### src/hw/csr_params.svh
`ifndef CSR_PARAMS_SVH
`define CSR_PARAMS_SVH

// Block base and register offsets
`define CSR_BASE_ADDR      16'h1000
`define CSR_CTRL_OFS       16'h0000
`define CSR_STATUS_OFS     16'h0004
`define CSR_CMD_OFS        16'h0008
`define CSR_EVENT_OFS      16'h000C

// Returned for unmapped reads
`define CSR_DEFAULT_RDATA  32'hDEADBEAF

// CTRL layout and reset
`define CSR_CTRL_RESET     32'h0000_0000
`define CSR_CTRL_WMASK     32'h0000_0FF7
`define CSR_CTRL_EN_BIT    0
`define CSR_CTRL_MODE_LSB  1
`define CSR_CTRL_THR_LSB   4
`define CSR_CTRL_MASK_LSB  8

`define CSR_EVENT_RESET    4'h0

`endif

### src/hw/avalon_pkg.sv
package avalon_pkg;

  // Byte address on both AXI4-Lite and Avalon
  typedef logic [15:0] bus_addr_t;

  typedef logic [31:0] bus_data_t;

  // One enable per byte lane
  typedef logic [3:0] bus_strb_t;

  // Same encoding as AXI resp
  typedef enum logic [1:0] {
    RESP_OKAY   = 2'b00,
    RESP_SLVERR = 2'b10
  } bus_resp_e;

endpackage

### src/hw/csr_pkg.sv
package csr_pkg;

  // CTRL fields
  typedef logic [1:0] mode_t;
  typedef logic [3:0] threshold_t;

  // Mask, event, set and trigger share one width
  typedef logic [3:0] event_t;

  // Hardware input shown in STATUS
  typedef logic [15:0] status_t;

  // Mapped registers
  typedef enum logic [1:0] {
    REG_CTRL   = 2'd0,
    REG_STATUS = 2'd1,
    REG_CMD    = 2'd2,
    REG_EVENT  = 2'd3
  } reg_sel_e;

endpackage

### src/hw/axil_avalon_adapter.sv
module axil_avalon_adapter (
  input  logic                  clk,
  input  logic                  i_arst_n,
  input  logic                  i_awvalid,
  output logic                  o_awready,
  input  avalon_pkg::bus_addr_t i_awaddr,
  input  logic                  i_wvalid,
  output logic                  o_wready,
  input  avalon_pkg::bus_data_t i_wdata,
  input  avalon_pkg::bus_strb_t i_wstrb,
  output logic                  o_bvalid,
  input  logic                  i_bready,
  output avalon_pkg::bus_resp_e o_bresp,
  input  logic                  i_arvalid,
  output logic                  o_arready,
  input  avalon_pkg::bus_addr_t i_araddr,
  output logic                  o_rvalid,
  input  logic                  i_rready,
  output avalon_pkg::bus_data_t o_rdata,
  output avalon_pkg::bus_resp_e o_rresp,
  output logic                  o_read,
  output logic                  o_write,
  output avalon_pkg::bus_addr_t o_address,
  output avalon_pkg::bus_strb_t o_byteenable,
  output avalon_pkg::bus_data_t o_writedata,
  input  logic                  i_waitrequest,
  input  logic                  i_readdatavalid,
  input  logic                  i_writeresponsevalid,
  input  avalon_pkg::bus_resp_e i_response,
  input  avalon_pkg::bus_data_t i_readdata
);
  import avalon_pkg::*;

  typedef enum logic [1:0] {
    ST_IDLE,
    ST_PENDING,
    ST_HOLDING
  } state_e;

  state_e    state;
  state_e    state_next;
  logic      rsp_is_read;
  bus_resp_e rsp_resp;
  bus_data_t rsp_data;
  logic      rsp_taken;
  logic      can_accept;
  logic      accept_rd;
  logic      accept_wr;
  logic      answer;

  assign o_rvalid = (state == ST_HOLDING) && rsp_is_read;
  assign o_bvalid = (state == ST_HOLDING) && !rsp_is_read;
  assign o_rdata  = rsp_data;
  assign o_rresp  = rsp_resp;
  assign o_bresp  = rsp_resp;

  // A new transfer may enter as the buffered response leaves
  assign rsp_taken  = (o_rvalid && i_rready) || (o_bvalid && i_bready);
  assign can_accept = (state == ST_IDLE) || rsp_taken;

  // Reads win over writes
  assign accept_rd = can_accept && i_arvalid;
  assign accept_wr = can_accept && !i_arvalid && i_awvalid && i_wvalid;
  assign o_arready = accept_rd;
  assign o_awready = accept_wr;
  assign o_wready  = accept_wr;

  assign answer = (state == ST_PENDING) && (i_readdatavalid || i_writeresponsevalid);

  always_comb begin
    state_next = state;
    case (state)
      ST_IDLE: begin
        if (accept_rd || accept_wr) begin
          state_next = ST_PENDING;
        end
      end
      ST_PENDING: begin
        if (answer) begin
          state_next = ST_HOLDING;
        end
      end
      ST_HOLDING: begin
        if (accept_rd || accept_wr) begin
          state_next = ST_PENDING;
        end else if (rsp_taken) begin
          state_next = ST_IDLE;
        end
      end
      default: begin
        state_next = ST_IDLE;
      end
    endcase
  end

  always_ff @(posedge clk or negedge i_arst_n) begin
    if (!i_arst_n) begin
      state       <= ST_IDLE;
      o_read      <= 1'b0;
      o_write     <= 1'b0;
      rsp_is_read <= 1'b0;
    end else begin
      state <= state_next;
      // Command stays up until the slave takes it
      if (accept_rd) begin
        o_read <= 1'b1;
      end else if (!i_waitrequest) begin
        o_read <= 1'b0;
      end
      if (accept_wr) begin
        o_write <= 1'b1;
      end else if (!i_waitrequest) begin
        o_write <= 1'b0;
      end
      if (answer) begin
        rsp_is_read <= i_readdatavalid;
      end
    end
  end

  always_ff @(posedge clk) begin
    if (accept_rd) begin
      o_address    <= i_araddr;
      o_byteenable <= '1;
    end else if (accept_wr) begin
      o_address    <= i_awaddr;
      o_byteenable <= i_wstrb;
      o_writedata  <= i_wdata;
    end
    if (answer) begin
      rsp_resp <= i_response;
      rsp_data <= i_readdata;
    end
  end

  a_one_channel: assert property (
    @(posedge clk) disable iff (!i_arst_n) !(o_arready && o_awready)
  );

endmodule

### src/hw/avalon_csr_slave.sv
`include "csr_params.svh"

module avalon_csr_slave (
  input  logic                  clk,
  input  logic                  i_arst_n,
  input  logic                  i_read,
  input  logic                  i_write,
  input  avalon_pkg::bus_addr_t i_address,
  input  avalon_pkg::bus_strb_t i_byteenable,
  input  avalon_pkg::bus_data_t i_writedata,
  output logic                  o_waitrequest,
  output logic                  o_readdatavalid,
  output logic                  o_writeresponsevalid,
  output avalon_pkg::bus_resp_e o_response,
  output avalon_pkg::bus_data_t o_readdata,
  output logic                  o_wr_en,
  output csr_pkg::reg_sel_e     o_sel,
  output avalon_pkg::bus_data_t o_wdata,
  output avalon_pkg::bus_strb_t o_byteen,
  input  avalon_pkg::bus_data_t i_rdata
);
  import avalon_pkg::*;
  import csr_pkg::*;

  logic      accept;
  bus_addr_t addr_word;
  logic      mapped;

  assign accept    = (i_read || i_write) && !o_waitrequest;
  // Word aligned with the low two bits ignored
  assign addr_word = {i_address[15:2], 2'b00};

  always_comb begin
    mapped = 1'b1;
    o_sel  = REG_CTRL;
    case (addr_word)
      `CSR_BASE_ADDR + `CSR_CTRL_OFS:   o_sel = REG_CTRL;
      `CSR_BASE_ADDR + `CSR_STATUS_OFS: o_sel = REG_STATUS;
      `CSR_BASE_ADDR + `CSR_CMD_OFS:    o_sel = REG_CMD;
      `CSR_BASE_ADDR + `CSR_EVENT_OFS:  o_sel = REG_EVENT;
      default:                          mapped = 1'b0;
    endcase
  end

  assign o_wr_en  = accept && i_write && !i_read && mapped;
  assign o_wdata  = i_writedata;
  assign o_byteen = i_byteenable;

  // Answer one cycle after acceptance and busy meanwhile
  always_ff @(posedge clk or negedge i_arst_n) begin
    if (!i_arst_n) begin
      o_waitrequest        <= 1'b0;
      o_readdatavalid      <= 1'b0;
      o_writeresponsevalid <= 1'b0;
      o_response           <= RESP_OKAY;
    end else begin
      o_waitrequest        <= accept;
      o_readdatavalid      <= accept && i_read;
      o_writeresponsevalid <= accept && i_write;
      if (accept) begin
        o_response <= mapped ? RESP_OKAY : RESP_SLVERR;
      end
    end
  end

  always_ff @(posedge clk) begin
    if (accept && i_read) begin
      o_readdata <= mapped ? i_rdata : `CSR_DEFAULT_RDATA;
    end
  end

  a_single_answer: assert property (
    @(posedge clk) disable iff (!i_arst_n) !(o_readdatavalid && o_writeresponsevalid)
  );

endmodule

### src/hw/csr_field_bank.sv
`include "csr_params.svh"

module csr_field_bank (
  input  logic                  clk,
  input  logic                  i_arst_n,
  input  logic                  i_wr_en,
  input  csr_pkg::reg_sel_e     i_sel,
  input  avalon_pkg::bus_data_t i_wdata,
  input  avalon_pkg::bus_strb_t i_byteen,
  output avalon_pkg::bus_data_t o_rdata,
  input  csr_pkg::status_t      i_status,
  input  csr_pkg::event_t       i_event_set,
  output logic                  o_enable,
  output csr_pkg::mode_t        o_mode,
  output csr_pkg::threshold_t   o_threshold,
  output csr_pkg::event_t       o_cmd_trigger,
  output csr_pkg::event_t       o_event,
  output logic                  o_irq
);
  import avalon_pkg::*;
  import csr_pkg::*;

  bus_data_t ctrl_q;
  bus_data_t ctrl_bits;
  event_t    mask;
  event_t    event_q;
  event_t    event_clr;
  event_t    trig_q;
  logic      wr_ctrl;
  logic      wr_cmd;
  logic      wr_event;

  assign wr_ctrl  = i_wr_en && (i_sel == REG_CTRL);
  assign wr_cmd   = i_wr_en && (i_sel == REG_CMD) && i_byteen[0];
  assign wr_event = i_wr_en && (i_sel == REG_EVENT) && i_byteen[0];

  // Writable CTRL bits in enabled bytes
  assign ctrl_bits = {{8{i_byteen[3]}}, {8{i_byteen[2]}}, {8{i_byteen[1]}}, {8{i_byteen[0]}}}
                     & `CSR_CTRL_WMASK;

  // Write 1 to clear
  assign event_clr = wr_event ? i_wdata[3:0] : '0;

  always_ff @(posedge clk or negedge i_arst_n) begin
    if (!i_arst_n) begin
      ctrl_q  <= `CSR_CTRL_RESET;
      event_q <= `CSR_EVENT_RESET;
      trig_q  <= '0;
    end else begin
      if (wr_ctrl) begin
        ctrl_q <= (ctrl_q & ~ctrl_bits) | (i_wdata & ctrl_bits);
      end
      // Hardware set beats software clear
      event_q <= (event_q & ~event_clr) | i_event_set;
      trig_q  <= wr_cmd ? i_wdata[3:0] : '0;
    end
  end

  assign o_enable      = ctrl_q[`CSR_CTRL_EN_BIT];
  assign o_mode        = ctrl_q[`CSR_CTRL_MODE_LSB +: $bits(mode_t)];
  assign o_threshold   = ctrl_q[`CSR_CTRL_THR_LSB +: $bits(threshold_t)];
  assign mask          = ctrl_q[`CSR_CTRL_MASK_LSB +: $bits(event_t)];
  assign o_cmd_trigger = trig_q;
  assign o_event       = event_q;
  assign o_irq         = |(event_q & mask);

  always_comb begin
    o_rdata = '0;
    case (i_sel)
      REG_CTRL:   o_rdata = ctrl_q;
      REG_STATUS: o_rdata[15:0] = i_status;
      REG_EVENT:  o_rdata[3:0] = event_q;
      // COMMAND reads back as zero
      default:    o_rdata = '0;
    endcase
  end

  a_trigger_pulse: assert property (
    @(posedge clk) disable iff (!i_arst_n)
    (|o_cmd_trigger) |=> ((o_cmd_trigger & $past(o_cmd_trigger)) == '0)
  );

endmodule

### src/hw/csr_top.sv
module csr_top (
  input  logic                  clk,
  input  logic                  i_arst_n,
  input  logic                  i_awvalid,
  output logic                  o_awready,
  input  avalon_pkg::bus_addr_t i_awaddr,
  input  logic                  i_wvalid,
  output logic                  o_wready,
  input  avalon_pkg::bus_data_t i_wdata,
  input  avalon_pkg::bus_strb_t i_wstrb,
  output logic                  o_bvalid,
  input  logic                  i_bready,
  output avalon_pkg::bus_resp_e o_bresp,
  input  logic                  i_arvalid,
  output logic                  o_arready,
  input  avalon_pkg::bus_addr_t i_araddr,
  output logic                  o_rvalid,
  input  logic                  i_rready,
  output avalon_pkg::bus_data_t o_rdata,
  output avalon_pkg::bus_resp_e o_rresp,
  input  csr_pkg::status_t      i_status,
  input  csr_pkg::event_t       i_event_set,
  output logic                  o_enable,
  output csr_pkg::mode_t        o_mode,
  output csr_pkg::threshold_t   o_threshold,
  output csr_pkg::event_t       o_cmd_trigger,
  output csr_pkg::event_t       o_event,
  output logic                  o_irq
);
  import avalon_pkg::*;
  import csr_pkg::*;

  // Avalon-MM between adapter and slave
  logic      av_read;
  logic      av_write;
  bus_addr_t av_address;
  bus_strb_t av_byteenable;
  bus_data_t av_writedata;
  logic      av_waitrequest;
  logic      av_readdatavalid;
  logic      av_writeresponsevalid;
  bus_resp_e av_response;
  bus_data_t av_readdata;

  // Register access into the bank
  logic      reg_wr_en;
  reg_sel_e  reg_sel;
  bus_data_t reg_wdata;
  bus_strb_t reg_byteen;
  bus_data_t reg_rdata;

  axil_avalon_adapter u_adapter (
    .clk                  (clk),
    .i_arst_n             (i_arst_n),
    .i_awvalid            (i_awvalid),
    .o_awready            (o_awready),
    .i_awaddr             (i_awaddr),
    .i_wvalid             (i_wvalid),
    .o_wready             (o_wready),
    .i_wdata              (i_wdata),
    .i_wstrb              (i_wstrb),
    .o_bvalid             (o_bvalid),
    .i_bready             (i_bready),
    .o_bresp              (o_bresp),
    .i_arvalid            (i_arvalid),
    .o_arready            (o_arready),
    .i_araddr             (i_araddr),
    .o_rvalid             (o_rvalid),
    .i_rready             (i_rready),
    .o_rdata              (o_rdata),
    .o_rresp              (o_rresp),
    .o_read               (av_read),
    .o_write              (av_write),
    .o_address            (av_address),
    .o_byteenable         (av_byteenable),
    .o_writedata          (av_writedata),
    .i_waitrequest        (av_waitrequest),
    .i_readdatavalid      (av_readdatavalid),
    .i_writeresponsevalid (av_writeresponsevalid),
    .i_response           (av_response),
    .i_readdata           (av_readdata)
  );

  avalon_csr_slave u_slave (
    .clk                  (clk),
    .i_arst_n             (i_arst_n),
    .i_read               (av_read),
    .i_write              (av_write),
    .i_address            (av_address),
    .i_byteenable         (av_byteenable),
    .i_writedata          (av_writedata),
    .o_waitrequest        (av_waitrequest),
    .o_readdatavalid      (av_readdatavalid),
    .o_writeresponsevalid (av_writeresponsevalid),
    .o_response           (av_response),
    .o_readdata           (av_readdata),
    .o_wr_en              (reg_wr_en),
    .o_sel                (reg_sel),
    .o_wdata              (reg_wdata),
    .o_byteen             (reg_byteen),
    .i_rdata              (reg_rdata)
  );

  csr_field_bank u_bank (
    .clk           (clk),
    .i_arst_n      (i_arst_n),
    .i_wr_en       (reg_wr_en),
    .i_sel         (reg_sel),
    .i_wdata       (reg_wdata),
    .i_byteen      (reg_byteen),
    .o_rdata       (reg_rdata),
    .i_status      (i_status),
    .i_event_set   (i_event_set),
    .o_enable      (o_enable),
    .o_mode        (o_mode),
    .o_threshold   (o_threshold),
    .o_cmd_trigger (o_cmd_trigger),
    .o_event       (o_event),
    .o_irq         (o_irq)
  );

endmodule

### config.mk
export PLATFORM = sky130hd
export DESIGN_NAME = csr_top
export DESIGN_NICKNAME = d
export VERILOG_FILES = /design/src/hw/avalon_pkg.sv /design/src/hw/csr_pkg.sv /design/src/hw/axil_avalon_adapter.sv /design/src/hw/avalon_csr_slave.sv /design/src/hw/csr_field_bank.sv /design/src/hw/csr_top.sv
export VERILOG_INCLUDE_DIRS = /design/src /design/src/hw
export SDC_FILE = /design/constraint.sdc
export NUM_CORES = 1
export LEC_CHECK = 0
export ABC_AREA = 1
export ABC_CLOCK_PERIOD_IN_PS = 2400
export BUFFER_PORTS_ARGS = -buffer_cell sky130_fd_sc_hd__buf_2
export CORE_MARGIN = 5
export CORE_UTILIZATION = 30
export CTS_CLUSTER_SIZE = 40
export DETAILED_ROUTE_END_ITERATION = 8
export MAX_ROUTING_LAYER = met4
export PLACE_DENSITY_LB_ADDON = 0.3
export SLEW_MARGIN = 15
export SYNTH_ARGS = -nofsm -noshare
export SYNTH_HDL_FRONTEND = slang
export SYNTH_SLANG_ARGS = --single-unit
### constraint.sdc
create_clock -name clk -period 2.4 [get_ports clk]
set_input_delay 0.36 -clock clk [delete_from_list [all_inputs] [get_ports clk]]
set_output_delay 0.36 -clock clk [all_outputs]
set_load 0.005 [all_outputs]
# Word level (Yosys, flattened, before mapping)
# Index checks and enable logic that the tools add are counted.
# W data, S select, Z words.
dict set report totals {
  register_bits 166
  input_bits 95
  out_inout_bits 57
  wordCells 95
}
dict set report classes {
  n_eq_ne 14
  mux 18
  bitwise 9
  reduce_logical 36
}
# operator n
set ops {}
lappend ops {{$eq A14 B11 Y1 const B} 4}
lappend ops {{$mux W16} 3}
lappend ops {{$and A32 B12 Y32} 1}
lappend ops {{$and A32 B32 Y32} 1}
lappend ops {{$not A12 Y32} 1}
lappend ops {{$or A32 B32 Y32} 1}
lappend ops {{$pmux W12 S2} 1}
lappend ops {{$logic_and A1 B1 Y1} 19}
lappend ops {{$pmux W2 S3} 2}
lappend ops {{$pmux W4 S3} 1}
lappend ops {{$mux W2} 5}
lappend ops {{$and A4 B4 Y4} 2}
lappend ops {{$mux W4} 2}
lappend ops {{$reduce_or A4 Y1} 2}
lappend ops {{$eq A2 B2 Y1 const B} 3}
lappend ops {{$ne A2 B2 Y1 const B} 3}
lappend ops {{$logic_or A1 B1 Y1} 5}
lappend ops {{$eq A2 B1 Y1 const B} 2}
lappend ops {{$logic_not A1 Y1} 4}
lappend ops {{$logic_not A2 Y1} 2}
lappend ops {{$mux W1} 4}
lappend ops {{$not A4 Y4} 1}
lappend ops {{$or A4 B4 Y4} 1}
lappend ops {{$reduce_and A2 Y1} 2}
lappend ops {{other kinds (5)} 5}

# Depth between registers and ports, before layout
dict set report depth {
  depth_word 11
  ltp_mapped 12
  depth_no_buf 11
}

# Modules after synthesis
# A second synthesis with hierarchy kept.
dict set report hier_totals {
  hier_cells 522
  hier_area_um2 5973.2
}
# mod n_inst cells_each area_per_inst_um2 seq_area_each_um2
set modules_own_cells {}
lappend modules_own_cells {axil_avalon_adapter 1 190 3106.7 2667.6}
lappend modules_own_cells {avalon_csr_slave 1 169 1726.7 1061.0}
lappend modules_own_cells {csr_field_bank 1 163 1139.8 475.5}

# Worst setup path after synthesis
# OpenSTA, ideal clock, no wires.
dict set report synth_path {
  path_kind {flip-flop to flip-flop}
  from {reg u_adapter.state[1]}
  to {reg u_adapter.rsp_resp[1], in the netlist u_adapter.o_bresp[1] (enable)}
  setup_time_ps 402
  arrival_time_ps 1569
  t_required_ps 1998
  setup_slack_ps 429
  stages_incl_launch_ff 4
  n_path_buf 0
  period_less_slack_ps 1971
  path_cell_list {dfrtp_1 nor2_1 inv_1 a21oi_1}
}
dict set report synth_between {
  elab_chain_len 2
}
# element line_no
set synth_lines {}
lappend synth_lines {{start, declared} axil_avalon_adapter.sv:40} ;# state_e state;
lappend synth_lines {{start signal, assigned} axil_avalon_adapter.sv:103} ;# state <= state_next;
lappend synth_lines {{$eq A2 B1 Y1} axil_avalon_adapter.sv:68} ;# assign answer = (state == ST_PENDING) && (i_readdatavalid || i_writeresponsevalid);
lappend synth_lines {{$logic_and A1 B1 Y1} axil_avalon_adapter.sv:68}
lappend synth_lines {{via u_adapter.answer} axil_avalon_adapter.sv:49} ;# logic answer;
lappend synth_lines {{end signal, assigned} axil_avalon_adapter.sv:131} ;# rsp_resp <= i_response;
lappend synth_lines {{end, declared} axil_avalon_adapter.sv:43} ;# bus_resp_e rsp_resp;
# The timed path passes the listed nets, and every way through them passes these cells.
# A chain may end at the register's enable or synchronous reset.

# Final worst setup path
dict set report layout_path {
  from {reg u_adapter.state[1]}
  to {out o_awready}
}
dict set report layout_between {
  elab_chain_len 8
  word_cells_on_any_way 11
  cone_classes {eq/ne (1); reduce/logical (10)}
}
# element line_no
set layout_lines {}
lappend layout_lines {{$eq A2 B2 Y1} {axil_avalon_adapter.sv:51, axil_avalon_adapter.sv:52}}
lappend layout_lines {{$logic_and A1 B1 Y1, on equally long branches} {axil_avalon_adapter.sv:51, axil_avalon_adapter.sv:52}}
lappend layout_lines {{$logic_and A1 B1 Y1} axil_avalon_adapter.sv:58} ;# assign rsp_taken = (o_rvalid && i_rready) || (o_bvalid && i_bready);
lappend layout_lines {{$logic_or A1 B1 Y1} axil_avalon_adapter.sv:58}
lappend layout_lines {{$logic_or A1 B1 Y1 *} axil_avalon_adapter.sv:59} ;# assign can_accept = (state == ST_IDLE) || rsp_taken;
lappend layout_lines {{$logic_and A1 B1 Y1 * (3 in a row)} axil_avalon_adapter.sv:63} ;# assign accept_wr = can_accept && !i_arvalid && i_awvalid && i_wvalid;
lappend layout_lines {{end, declared} csr_top.sv:5} ;# output logic o_awready,
# Every way passes the cells marked *; elsewhere a longest branch is shown, timed or not.

==> impl_metrics.env <==
export IMPL_status="complete, no violations"
export IMPL_syn_mean_instance_area_um2=11.29
export IMPL_grt_pass1_vias=2678
export IMPL_fillers=1264
export IMPL_finalSetupTns_ps=0
export IMPL_htree_levels=3
export IMPL_antenna_found_initial=0
export IMPL_remaining_drc_errors=0
export IMPL_fin_crit_ps=2125
export IMPL_worstSkewPairLatency_ps=340
export IMPL_fmax_mhz=470.6
export IMPL_grt_pass1_wl_um=13540
export IMPL_detail_route_antenna_nets=0
export IMPL_cts_root_buffer="clkbuf_16"
export IMPL_cts_tree="done"
export IMPL_dpl_hpwl_um=6637
export IMPL_routabilityCongestion=0.8213
export IMPL_via_per_inst=4.132
export IMPL_top_layer_used="met4"
export IMPL_vias=2661
export IMPL_fin_skew_ps=5.986
export IMPL_grt_util_all_layers=0.1142
export IMPL_async_reset_ff_frac=0.3077
export IMPL_synth_area_top_cells="edfxtp_1 (46%), dfrtp_1 (18%), nand2_1 (8.3%), buf_4 (4.9%), inv_1 (3.6%)"
export IMPL_dpl_cell_area_um2=4594
export IMPL_synth_fa_ha_area_frac=0
export IMPL_synth_top_cell_area_share=0.4621
export IMPL_cts_buffers=9
export IMPL_synth_top_family_by_area="simple AND/OR/NAND/NOR gates"
export IMPL_synth_commonest_cells="nand2_1 (88), edfxtp_1 (61), inv_1 (38), dfrtp_1 (28), buf_4 (26)"
export IMPL_dieArea_um2=15610
export IMPL_synth_cells=351
export IMPL_cp_start_kind="register"
export IMPL_synth_ff_type="edfxtp_1"
export IMPL_hold_viol=0
export IMPL_cp_end_kind="output port"
export IMPL_cp_slowest_cell="dfrtp_1"
export IMPL_fp_dieH_um=124.9
export IMPL_start_util=0.3029
export IMPL_cp_common_cell="nand2_1"
export IMPL_diodes=0
export IMPL_nets=558
export IMPL_ys_warnings_count=0
export IMPL_hold_path_class="input pin to asynchronous set/reset pin"
export IMPL_synth_most_common_cell="nand2_1"
export IMPL_io_pins=152
export IMPL_synth_cell_types=37
export IMPL_core_area_um2=13090
export IMPL_rsz0062_at_grt="false"
export IMPL_layout_setup_ws_ps=275.1
export IMPL_synthMuxAreaShare=0.002841
export IMPL_ys_seq_area_frac=0.6490
export IMPL_yosys_area_share_simple=0.1850
export IMPL_pre_cts_ws_ps=358.7
export IMPL_synth_xor_area_share=0
export IMPL_max_stage_delay_ps=410
export IMPL_cp_required_ps=2040
export IMPL_synth_edf_count=61
export IMPL_p_leak_nw=2.117
export IMPL_crit_chain="nand2_1, nor2_1, a22oi_1, o21ai_0, nand2_1, inv_1, buf_2"
export IMPL_rows=42
export IMPL_die_w_um=124.9
export IMPL_wl_met3_um=524
export IMPL_first_pass_iters=4
export IMPL_period_share=0.8854
export IMPL_drv_cap=0
export IMPL_critPathArrivalTime_ps=1760
export IMPL_grt_ovfl_total=0
export IMPL_drt_total_wl_um=8482
export IMPL_vdd_ir_drop_worst_uv=290.6
export IMPL_drive_gt1_frac=0.3846
export IMPL_yosys_area_top_type="edfxtp_1"
export IMPL_drt_met1_wl_um=3701
export IMPL_seq_area_um2=2572
export IMPL_worst_slew_pin_slew_ps=658.4
export IMPL_wl_met2_um=4043
export IMPL_areaGrowthSynthToFinish_pct=24.24
export IMPL_io_buffer_count=118
export IMPL_syn_area_um2=3964
export IMPL_drtIter0Drc=115
export IMPL_finish_instance_area_um2=4925
export IMPL_path_class="register to output port"
export IMPL_cp_max_fo=7
export IMPL_maxSlewHeadroom=0.5611
export IMPL_wl_per_cell_um=13.17
export IMPL_multi_input_area_um2=1016
export IMPL_power_density_nw_per_um2=850.4
export IMPL_synth_seq_cells=91
export IMPL_postCtsHoldBufs=0
export IMPL_cts_path_max_buffers=2
export IMPL_synth_compound_area_frac=0.06092
export IMPL_grt_max_degree=29
export IMPL_setup_violations=0
export IMPL_cts_clk_slew_worst_paths_ps=70
export IMPL_p_total_mw=4.188
export IMPL_clock_sinks=91
export IMPL_slew_viol_final=0
## worst max-delay path: cells and delay by family (launching register included)
family	cells	cell delay (ps)
DFF	1	410
and+or+nand+nor	3	390
AOI/OAI and AO/OA	2	380
buffers and inverters	2	260
## final timing paths
path	startpoint	endpoint	slack, ps	cells past startpoint
min in group clk	i_wdata[0]	u_adapter.o_writedata[0]	190	1
max in group asynchronous	i_arst_n	u_adapter.rsp_is_read	1920	1
worst min-delay path	i_arst_n	asynchronous set/reset pin	40	1
worst max register to register	u_adapter.o_address[11]	u_bank.o_event[1]	420	7
worst min register to register	u_slave.o_readdata[4]	u_adapter.o_rdata[4]	420	0
worst max-delay path	u_adapter.state[1]	o_awready	280	7
## placed cells by master, fill, tap and decap left out, types with 7 or more instances in the layout
cell / count
edfxtp_1: 61
buf_4: 9
nor2_1: 16
buf_2: 118
o21ai_2: 7
nand2_1: 88
o21ai_0: 7
nand2_2: 8
clkbuf_16: 10
dfrtp_1: 28
nand3_1: 17
inv_1: 37
conb_1: 7
## where the power goes
group | leakage (nW) | switching, mW | total, mW | internal [mW]
Clock | 0.149 | 0.592 | 1.39 | 0.800
Combinational | 1.12 | 0.464 | 0.714 | 0.250
Sequential | 0.851 | 0.108 | 2.08 | 1.97
## routing by layer
layer  track usage  vias up
met5             -        -
met3       0.02857       12
li1              -     1352
met4       0.06059        0
met2        0.1772       88
met1        0.1379     1209
## cells by family (layout without fill, tap and decap cells)
group / Yosys count / after routing
buf+inv: 74 / 185
flops: 91 / 91
other cells: 1 / 7
mux: 1 / 1
compound gates: 35 / 35
simple gates: 149 / 149
## repair_timing
item / 4_1_cts / 5_1_grt
setup buffers: 0 / 4
resized for setup: 0 / 1
endpoints found under the setup margin: 0 / 1
## layout make-up
cell class	count	share of cell area
Sequential cell	91	0.5224
Timing Repair Buffer	127	0.1336
Clock buffer	12	0.05437
Tap cell	176	0.04472
Clock inverter	4	0.005843
Multi-Input combinational cell	192	0.2063
Inverter	42	0.03277
## stage by stage
step,util,instances,hold slack [ps]
5_1_grt,0.3764,644,90.89
6_report,0.3764,644,42.89
2_1_floorplan,-,357,64.41
3_3_place_gp,0.3511,624,404.7
4_1_cts,0.3738,640,58.95
3_5_place_dp,0.3511,624,404.5
No activity file was read; power rests on OpenSTA's default activity.
